`src/host_mem_pkg.sv`:
```
// Shared types for the host memory read mapper.
// The burst mapper, the reorder buffer and the top level import these.
`default_nettype none

package host_mem_pkg;

    // Host memory is addressed in whole lines
    typedef logic [31:0] line_addr_t;

    // One line of read data
    typedef logic [63:0] line_data_t;

    // Burst length in lines with legal values 1 to 16
    typedef logic [4:0] burst_cnt_t;

    // Reorder buffer slot index wide enough for a 256 line buffer
    typedef logic [7:0] rob_idx_t;

    // Read request used on the accelerator side and on the host side
    // On the host side the user field carries the first reorder buffer slot
    // of the burst
    typedef struct packed {
        line_addr_t address;
        burst_cnt_t burstcount;
        rob_idx_t   user;
    } rd_req_t;

    // One response line
    // From the host the user field names the slot the line belongs to
    typedef struct packed {
        line_data_t data;
        rob_idx_t   user;
    } rd_rsp_t;

    // Burst mapper FSM states
    // IDLE waits for an accelerator burst, SPLIT issues its host pieces
    typedef enum logic {
        IDLE,
        SPLIT
    } map_state_t;

endpackage

`default_nettype wire
```
`src/host_mem_map.sv`:
```
// Top level of the host memory read mapper.
// Accelerator bursts pass through the burst mapper and then the reorder
// buffer, which drives the host port and returns lines in request order.
`timescale 1ns/1ps
`default_nettype none

module host_mem_map
#(
    parameter int HOST_MAX_BURST = 4,
    parameter int NATURAL_ALIGNMENT = 1,
    parameter int PAGE_LINES = 8,
    parameter int MAX_ACTIVE_RD_LINES = 16
)
(
    input  logic                  clk,
    input  logic                  reset,

    // Accelerator side
    input  host_mem_pkg::rd_req_t master_req,
    input  logic                  master_read,
    output logic                  master_waitrequest,
    output host_mem_pkg::rd_rsp_t master_rsp,
    output logic                  master_readdatavalid,

    // Host memory side
    output host_mem_pkg::rd_req_t host_req,
    output logic                  host_read,
    input  logic                  host_waitrequest,
    input  host_mem_pkg::rd_rsp_t host_rsp,
    input  logic                  host_readdatavalid
);
    import host_mem_pkg::*;

    // Host-legal pieces on their way into the reorder buffer
    rd_req_t map_req;
    logic    map_read;
    logic    map_waitrequest;

    avmm_burst_map
    #(
        .HOST_MAX_BURST(HOST_MAX_BURST),
        .NATURAL_ALIGNMENT(NATURAL_ALIGNMENT),
        .PAGE_LINES(PAGE_LINES)
    )
    i_avmm_burst_map
    (
        .clk(clk),
        .reset(reset),
        .master_req(master_req),
        .master_read(master_read),
        .master_waitrequest(master_waitrequest),
        .map_req(map_req),
        .map_read(map_read),
        .map_waitrequest(map_waitrequest)
    );

    rd_rob
    #(
        .MAX_ACTIVE_RD_LINES(MAX_ACTIVE_RD_LINES)
    )
    i_rd_rob
    (
        .clk(clk),
        .reset(reset),
        .map_req(map_req),
        .map_read(map_read),
        .map_waitrequest(map_waitrequest),
        .host_req(host_req),
        .host_read(host_read),
        .host_waitrequest(host_waitrequest),
        .host_rsp(host_rsp),
        .host_readdatavalid(host_readdatavalid),
        .master_rsp(master_rsp),
        .master_readdatavalid(master_readdatavalid)
    );

endmodule

`default_nettype wire

```
`src/rd_rob.sv`:
```
// Read reorder buffer between the burst mapper and the host port.
// Reserves a slot range per host burst, tags the burst with its first slot
// and hands lines back to the accelerator in request order.
`timescale 1ns/1ps
`default_nettype none

module rd_rob
#(
    parameter int MAX_ACTIVE_RD_LINES = 16
)
(
    input  logic                  clk,
    input  logic                  reset,
    input  host_mem_pkg::rd_req_t map_req,
    input  logic                  map_read,
    output logic                  map_waitrequest,
    output host_mem_pkg::rd_req_t host_req,
    output logic                  host_read,
    input  logic                  host_waitrequest,
    input  host_mem_pkg::rd_rsp_t host_rsp,
    input  logic                  host_readdatavalid,
    output host_mem_pkg::rd_rsp_t master_rsp,
    output logic                  master_readdatavalid
);
    import host_mem_pkg::*;

    // Depth is a power of two and at least one full burst of 16 lines
    localparam int IDX_W = $clog2(MAX_ACTIVE_RD_LINES);

    typedef logic [IDX_W-1:0] slot_t;
    typedef logic [IDX_W:0]   slot_cnt_t;

    // Next slot to hand out and oldest slot still owed to the accelerator
    slot_t      alloc_ptr;
    slot_t      rel_ptr;
    slot_cnt_t  free_q;

    rd_req_t    host_req_q;
    logic       host_read_q;

    slot_cnt_t  need_slots;
    logic       map_acc;
    logic       host_acc;
    logic       rel_en;
    rob_idx_t   rel_idx;
    line_data_t head_data;
    slot_t      rsp_off;
    slot_cnt_t  in_use;

    assign need_slots = slot_cnt_t'(map_req.burstcount);

    // Hold off the mapper while the host has not taken the last request,
    // or while the buffer cannot take the whole burst
    assign map_waitrequest = (host_read_q && host_waitrequest) || (free_q < need_slots);
    assign map_acc = map_read && !map_waitrequest;
    assign host_acc = host_read_q && !host_waitrequest;

    assign host_req = host_req_q;
    assign host_read = host_read_q;

    always_ff @(posedge clk)
    begin
        if (reset)
        begin
            host_read_q <= 1'b0;
            alloc_ptr <= '0;
            rel_ptr <= '0;
            free_q <= slot_cnt_t'(MAX_ACTIVE_RD_LINES);
        end
        else
        begin
            if (map_acc)
            begin
                host_read_q <= 1'b1;
                alloc_ptr <= alloc_ptr + slot_t'(map_req.burstcount);
            end
            else if (host_acc)
            begin
                host_read_q <= 1'b0;
            end

            if (rel_en)
            begin
                rel_ptr <= rel_ptr + slot_t'(1);
            end

            // Slots come back one per release and leave a burst at a time
            free_q <= free_q + slot_cnt_t'(rel_en) - (map_acc ? need_slots : '0);
        end
    end

    // The host request carries the first reserved slot in place of the user field
    always_ff @(posedge clk)
    begin
        if (map_acc)
        begin
            host_req_q.address <= map_req.address;
            host_req_q.burstcount <= map_req.burstcount;
            host_req_q.user <= rob_idx_t'(alloc_ptr);
        end
    end

    assign rel_idx = rob_idx_t'(rel_ptr);

    // Lines land in their slot on arrival; the head drains as soon as it fills
    rd_rob_slots
    #(
        .MAX_ACTIVE_RD_LINES(MAX_ACTIVE_RD_LINES)
    )
    i_rd_rob_slots
    (
        .clk(clk),
        .reset(reset),
        .wr_en(host_readdatavalid),
        .wr_idx(host_rsp.user),
        .wr_data(host_rsp.data),
        .rd_idx(rel_idx),
        .rd_filled(rel_en),
        .rd_data(head_data),
        .clr_en(rel_en)
    );

    assign master_readdatavalid = rel_en;
    assign master_rsp = '{data: head_data, user: rel_idx};

    // Position of a returning line relative to the oldest live slot
    assign rsp_off = slot_t'(host_rsp.user) - rel_ptr;
    assign in_use = slot_cnt_t'(MAX_ACTIVE_RD_LINES) - free_q;

    // Every host line lands inside the range reserved by an issued burst
    a_rsp_slot_live: assert property (@(posedge clk) disable iff (reset)
        host_readdatavalid |->
            ((int'(host_rsp.user) < MAX_ACTIVE_RD_LINES) && (slot_cnt_t'(rsp_off) < in_use)));

    // The mapper keeps a held piece stable until this buffer takes it
    a_map_hold: assert property (@(posedge clk) disable iff (reset)
        (map_read && map_waitrequest) |=> (map_read && $stable(map_req)));

endmodule

`default_nettype wire

```
`src/rd_rob_slots.sv`:
```
// Slot storage of the read reorder buffer.
// Holds one response line per slot and a flag that marks the slot filled.
`timescale 1ns/1ps
`default_nettype none

module rd_rob_slots
#(
    parameter int MAX_ACTIVE_RD_LINES = 16
)
(
    input  logic                     clk,
    input  logic                     reset,
    input  logic                     wr_en,
    input  host_mem_pkg::rob_idx_t   wr_idx,
    input  host_mem_pkg::line_data_t wr_data,
    input  host_mem_pkg::rob_idx_t   rd_idx,
    output logic                     rd_filled,
    output host_mem_pkg::line_data_t rd_data,
    input  logic                     clr_en
);
    import host_mem_pkg::*;

    localparam int IDX_W = $clog2(MAX_ACTIVE_RD_LINES);

    line_data_t                     data_mem [0:MAX_ACTIVE_RD_LINES-1];
    logic [MAX_ACTIVE_RD_LINES-1:0] filled;
    logic [IDX_W-1:0]               wr_slot;
    logic [IDX_W-1:0]               rd_slot;

    // Only the low index bits address a buffer smaller than 256 lines
    assign wr_slot = wr_idx[IDX_W-1:0];
    assign rd_slot = rd_idx[IDX_W-1:0];

    always_ff @(posedge clk)
    begin
        if (wr_en)
        begin
            data_mem[wr_slot] <= wr_data;
        end
    end

    // A write marks the slot, a release at the read index unmarks it
    always_ff @(posedge clk)
    begin
        if (reset)
        begin
            filled <= '0;
        end
        else
        begin
            if (clr_en)
            begin
                filled[rd_slot] <= 1'b0;
            end
            if (wr_en)
            begin
                filled[wr_slot] <= 1'b1;
            end
        end
    end

    assign rd_filled = filled[rd_slot];
    assign rd_data = data_mem[rd_slot];

endmodule

`default_nettype wire

```
`src/avmm_burst_map.sv`:
```
// Splits accelerator read bursts into bursts the host memory port accepts.
// Each piece obeys the host burst limit, the page rule and, when enabled,
// natural alignment. Pieces go out in address order, one per accepted cycle.
`timescale 1ns/1ps
`default_nettype none

module avmm_burst_map
#(
    parameter int HOST_MAX_BURST = 4,
    parameter int NATURAL_ALIGNMENT = 1,
    parameter int PAGE_LINES = 8
)
(
    input  logic                  clk,
    input  logic                  reset,
    input  host_mem_pkg::rd_req_t master_req,
    input  logic                  master_read,
    output logic                  master_waitrequest,
    output host_mem_pkg::rd_req_t map_req,
    output logic                  map_read,
    input  logic                  map_waitrequest
);
    import host_mem_pkg::*;

    // Page size for the offset math when the page rule is on
    localparam int PAGE_SZ = (PAGE_LINES == 0) ? 1 : PAGE_LINES;

    map_state_t state;
    map_state_t state_next;
    logic       wait_q;

    // Address and remaining length of the burst being split
    line_addr_t addr_q;
    burst_cnt_t rem_q;
    rob_idx_t   user_q;

    burst_cnt_t len_lim;
    line_addr_t page_room;
    burst_cnt_t piece_len;
    logic       master_acc;
    logic       piece_acc;
    logic       last_piece;

    assign master_waitrequest = wait_q;
    assign master_acc = master_read && !master_waitrequest;

    // The current piece is presented for as long as the FSM is splitting
    assign map_read = (state == SPLIT);
    assign map_req = '{address: addr_q, burstcount: piece_len, user: user_q};
    assign piece_acc = map_read && !map_waitrequest;
    assign last_piece = (piece_len == rem_q);

    // Length of the next piece by the splitting rule
    always_comb
    begin
        // Never more than what is left or what the host takes in one burst
        len_lim = (rem_q < burst_cnt_t'(HOST_MAX_BURST)) ? rem_q :
                  burst_cnt_t'(HOST_MAX_BURST);

        // Lines left before the next page boundary
        page_room = line_addr_t'(PAGE_SZ) - (addr_q & line_addr_t'(PAGE_SZ - 1));
        if ((PAGE_LINES != 0) && (page_room < line_addr_t'(len_lim)))
        begin
            len_lim = burst_cnt_t'(page_room);
        end

        if (NATURAL_ALIGNMENT != 0)
        begin
            // Largest power of two that fits and that the address is aligned to
            piece_len = burst_cnt_t'(1);
            for (int k = 1; k <= 4; k++)
            begin
                if ((burst_cnt_t'(1 << k) <= len_lim) &&
                    ((addr_q & line_addr_t'((1 << k) - 1)) == '0))
                begin
                    piece_len = burst_cnt_t'(1 << k);
                end
            end
        end
        else
        begin
            piece_len = len_lim;
        end
    end

    always_comb
    begin
        state_next = state;
        case (state)
            IDLE:
            begin
                if (master_acc)
                begin
                    state_next = SPLIT;
                end
            end
            SPLIT:
            begin
                // Back to idle once the final piece is taken
                if (piece_acc && last_piece)
                begin
                    state_next = IDLE;
                end
            end
            default:
            begin
                state_next = IDLE;
            end
        endcase
    end

    // Waitrequest is high out of reset and for the whole split
    always_ff @(posedge clk)
    begin
        if (reset)
        begin
            state <= IDLE;
            wait_q <= 1'b1;
        end
        else
        begin
            state <= state_next;
            wait_q <= (state_next == SPLIT);
        end
    end

    always_ff @(posedge clk)
    begin
        if (master_acc)
        begin
            addr_q <= master_req.address;
            rem_q <= master_req.burstcount;
            user_q <= master_req.user;
        end
        else if (piece_acc)
        begin
            addr_q <= addr_q + line_addr_t'(piece_len);
            rem_q <= rem_q - piece_len;
        end
    end

    // An accelerator burst holds between 1 and 16 lines
    a_burst_legal: assert property (@(posedge clk) disable iff (reset)
        master_read |-> ((master_req.burstcount != '0) && (master_req.burstcount <= 5'd16)));

    // A request held off by waitrequest comes back unchanged on the next cycle
    a_master_hold: assert property (@(posedge clk) disable iff (reset)
        (master_read && master_waitrequest) |=> (master_read && $stable(master_req)));

endmodule

`default_nettype wire

```
`config.mk`:
```
export PLATFORM = sky130hd
export DESIGN_NAME = host_mem_map
export DESIGN_NICKNAME = d
export VERILOG_FILES = /design/src/host_mem_pkg.sv /design/src/host_mem_map.sv /design/src/rd_rob.sv /design/src/rd_rob_slots.sv /design/src/avmm_burst_map.sv
export SDC_FILE = /design/constraint.sdc
export NUM_CORES = 1
export LEC_CHECK = 0
export BUFFER_PORTS_ARGS = -buffer_cell sky130_fd_sc_hd__buf_2
export CORE_UTILIZATION = 61
export CTS_CLUSTER_SIZE = 14
export DETAILED_ROUTE_END_ITERATION = 8
export GPL_TIMING_DRIVEN = 1
export PLACE_DENSITY = 0.92
export SETUP_SLACK_MARGIN = 0.2
export SYNTH_ARGS = -nofsm -noshare
export SYNTH_HDL_FRONTEND = slang
export SYNTH_SLANG_ARGS = --single-unit
```
`constraint.sdc`:
```
create_clock -name clk -period 17.88 [get_ports clk]
set_clock_uncertainty 0.05 [all_clocks]
set_input_delay 3.576 -clock clk [delete_from_list [all_inputs] [get_ports clk]]
set_output_delay 3.576 -clock clk [all_outputs]
set_load 0.02 [all_outputs]
```
==> reports/results.ini <==
[logic_synthesis]
syn_area_mm2=0.04418
synth_xor_area_frac=0.007732
ys.flop_type=edfxtp_1
synth_area_leaders=edfxtp_1, mux4_2, dfxtp_1, ha_1, xor2_1
synth_common_cells=edfxtp_1, mux4_2, nand2_1, clkbuf_1, nor2_1
ys_seq_area_frac=0.7654
synth-simple-area-share=0.01991
synth_top_family_by_area=multiplexers
synth_edf_count=1102
syn_avg_cell_area_um2=22.44
yosysUniqueCellTypes=54
synth_compound_area_frac=0.01609
synth_fa_ha_area_frac=0.01116
synth_most_common_cell=edfxtp_1
async_flop_share=0
netlist_instances=1969
synth_mux_area_frac=0.1669
yosys.area.top_type=edfxtp_1
yosysWarningCount=0
synth_seq_cells=1138
synth.top_cell.area_share=0.7491

[worst_setup_path]
worst_path_largest_cell_delay_ns=0.98
path_delay_family=buffers and inverters
cp-end-kind=primary output
slowest_stage=dfxtp_4
cp.arrival_ns=5.80
timing.rr.start=i_avmm_burst_map.addr_q[0]
critPathLaunchType=flop
crit_fanout=105
critPathKind=flop to primary output
path_cells=buf_4 -> buf_12 -> buf_4 -> mux4_2 -> mux4_2 -> buf_2
cp_num_buf_inv=4
cp.required_ns=14.25

[floorplanning]
die_y_um=271.1
die-area_mm2=0.07350
rows=98
core_area_mm2=0.07161
pin_count=242
die_w_um=271.1
start_util=0.6169

[placement]
globalplace.congestion=0.8192
io_buffer_count=221
place_area_mm2=0.04644
dp.cells=3082
hpwlAfterDp_um=58760

[run_status]
outcome=finished, final reports clean

[sta]
tns_ns=0
tightestPinTransition_ns=1.298
max-slew-margin-rel=0.1344
fmax_mhz=106.1
rsz0062_at_grt=false
hold_violations=0
period_needed_ns=9.422
fin_crit_sh=0.5270
slew_viol_final=0
setup_viol=0

[layout]
fin_cells=3293
fillCellCount=3916
fin_area_mm2=0.04998
fin_nets=2401
area_growth_syn_to_layout_pct=13.13
final_layout_size_suffix_gt1_frac=0.3286
post-route-util=0.6979

[route]
drt_wl_total_um=116200
drt_first_pass_iters=5
drc=0
antenna_left=0
drtIter0Drc=3009
vias_per_cell=6.900
wl_per_cell_um=35.28
vias=22720

[global_routing]
grt_usage=0.3216
grt_pass1_vias=23780
grt_max_degree=106
gr-usage-met3=0.05760
grt_pass1_wl_um=165700
gr-total-overflow=0
grt_use_met1=0.3814
busiest_layer=met2
gr-usage-met2=0.5437
antenna_found_initial=18

[min_path]
worstHoldPathType=flop to flop
min_from=i_rd_rob.alloc_ptr[3]

[job]
drv_cap=0

[clock_tree]
cts_sinks=1138
root_buffer=clkbuf_16
cts_inserted_buffers=108
cts_hold_buf=0
clkTransAtPathRegs_ns=0.07
clockBufferDepth=3
clk_latency_ns=0.68
htreeDepth=3
cts_resized=0
post_cts_buffers=0
cts_tree=done

[power]
p_per_area_mw_per_mm2=120.9
ir_drop_v=0.0001296
leakagePower_nw=15.74

==> registers in the layout (all words and copies together) (netlist names), named ones only <==
signal                               cells
i_avmm_burst_map.addr_q                 32
i_avmm_burst_map.map_read                1
i_avmm_burst_map.master_waitrequest      1
i_avmm_burst_map.rem_q                   5
i_rd_rob.alloc_ptr                       4
i_rd_rob.free_q                          5
i_rd_rob.host_read                       1
i_rd_rob.host_req                       41
i_rd_rob.i_rd_rob_slots.data_mem      1024
i_rd_rob.i_rd_rob_slots.filled          16
i_rd_rob.rel_ptr                         4
==> cells in the final DEF (no fill, tap or decap), drive strengths merged, types with 3 or more instances in the layout <==
| master | instances |
|---|---|
| clkinv | 52 |
| fa | 4 |
| ha | 33 |
| and3 | 13 |
| xnor2 | 7 |
| xor2 | 32 |
| and2 | 3 |
| edfxtp | 1102 |
| nand4b | 3 |
| nand2b | 4 |
| mux2i | 3 |
| mux4 | 325 |
| inv | 31 |
| o31a | 4 |
| diode | 12 |
| a21o | 8 |
| o21ai | 38 |
| a21oi | 33 |
| clkbuf | 130 |
| clkinvlp | 3 |
| and4 | 5 |
| dfxtp | 36 |
| nand3 | 6 |
| o2111ai | 11 |
| nand2 | 67 |
| nor3 | 6 |
| o21a | 3 |
| buf | 254 |
| nand4 | 5 |
| conb | 12 |
| nor2 | 54 |
| bufinv | 10 |
| o211ai | 3 |
| nor2b | 6 |
==> final timing paths <==
| path | endpoint | slack (ns) | cells past startpoint |
|---|---|---|---|
| setup / recovery | master_rsp[69] | 8.46 | 6 |
| hold / removal | i_rd_rob.host_req[3] | 0.41 | 0 |
| setup reg to reg | i_rd_rob.free_q[4] | 11.31 | 25 |
| hold reg to reg | i_rd_rob.host_req[3] | 0.41 | 0 |
==> layout make-up <==
class | instances | area [µm²] | share of cell area
Inverter | 27 | 101.3 | 0.002028
Multi-Input combinational cell | 713 | 9960 | 0.1993
Antenna cell | 12 | 30.03 | 0.0006009
Clock inverter | 69 | 698.2 | 0.01397
Tap cell | 950 | 1189 | 0.02378
Sequential cell | 1138 | 33830 | 0.6769
Timing Repair Buffer | 254 | 1366 | 0.02734
Clock buffer | 130 | 2805 | 0.05613
==> per-stage QoR <==
| step | setup WS, ns | hold WS [ns] | power, mW |
|---|---|---|---|
| 2_1_floorplan | 8.773 | 0.3582 | 3.573 |
| 3_3_place_gp | 9.075 | 0.3648 | 3.715 |
| 3_5_place_dp | 8.943 | 0.3763 | 3.778 |
| 4_1_cts | 8.180 | 0.4033 | 6.046 |
| 5_1_grt | 7.910 | 0.4245 | 6.207 |
| 6_report | 8.458 | 0.4072 | 6.044 |
==> layer usage <==
metal | share of wire | up-vias
met5 | 0.00071 | -
met4 | 0.071 | 12
met3 | 0.088 | 467
met2 | 0.52 | 1795
met1 | 0.32 | 11640
li1 | - | 8811
==> kinds of logic after synthesis <==
kind of cell    count (synthesis)
buf+inv                       128
other cells                     2
flops                        1138
compound gates                110
fa+ha+maj                      37
mux                           330
simple gates                  185
xor+xnor                       39
==> worst register-to-register path, delay by kind of cell (launching register included) <==
family / cells / cell delay, ns
fa+ha+maj: 6 / 2.10
simple gates: 7 / 1.61
buf+inv: 5 / 1.12
compound gates: 5 / 0.74
flops: 1 / 0.54
xor+xnor: 1 / 0.16
mux: 1 / 0.15
==> power breakdown <==
part	switching, mW	internal (mW)
Clock	1.02	1.27
Sequential	0.0607	3.06
Combinational	0.401	0.239
Note: power is estimated with default switching activity, not from simulation.
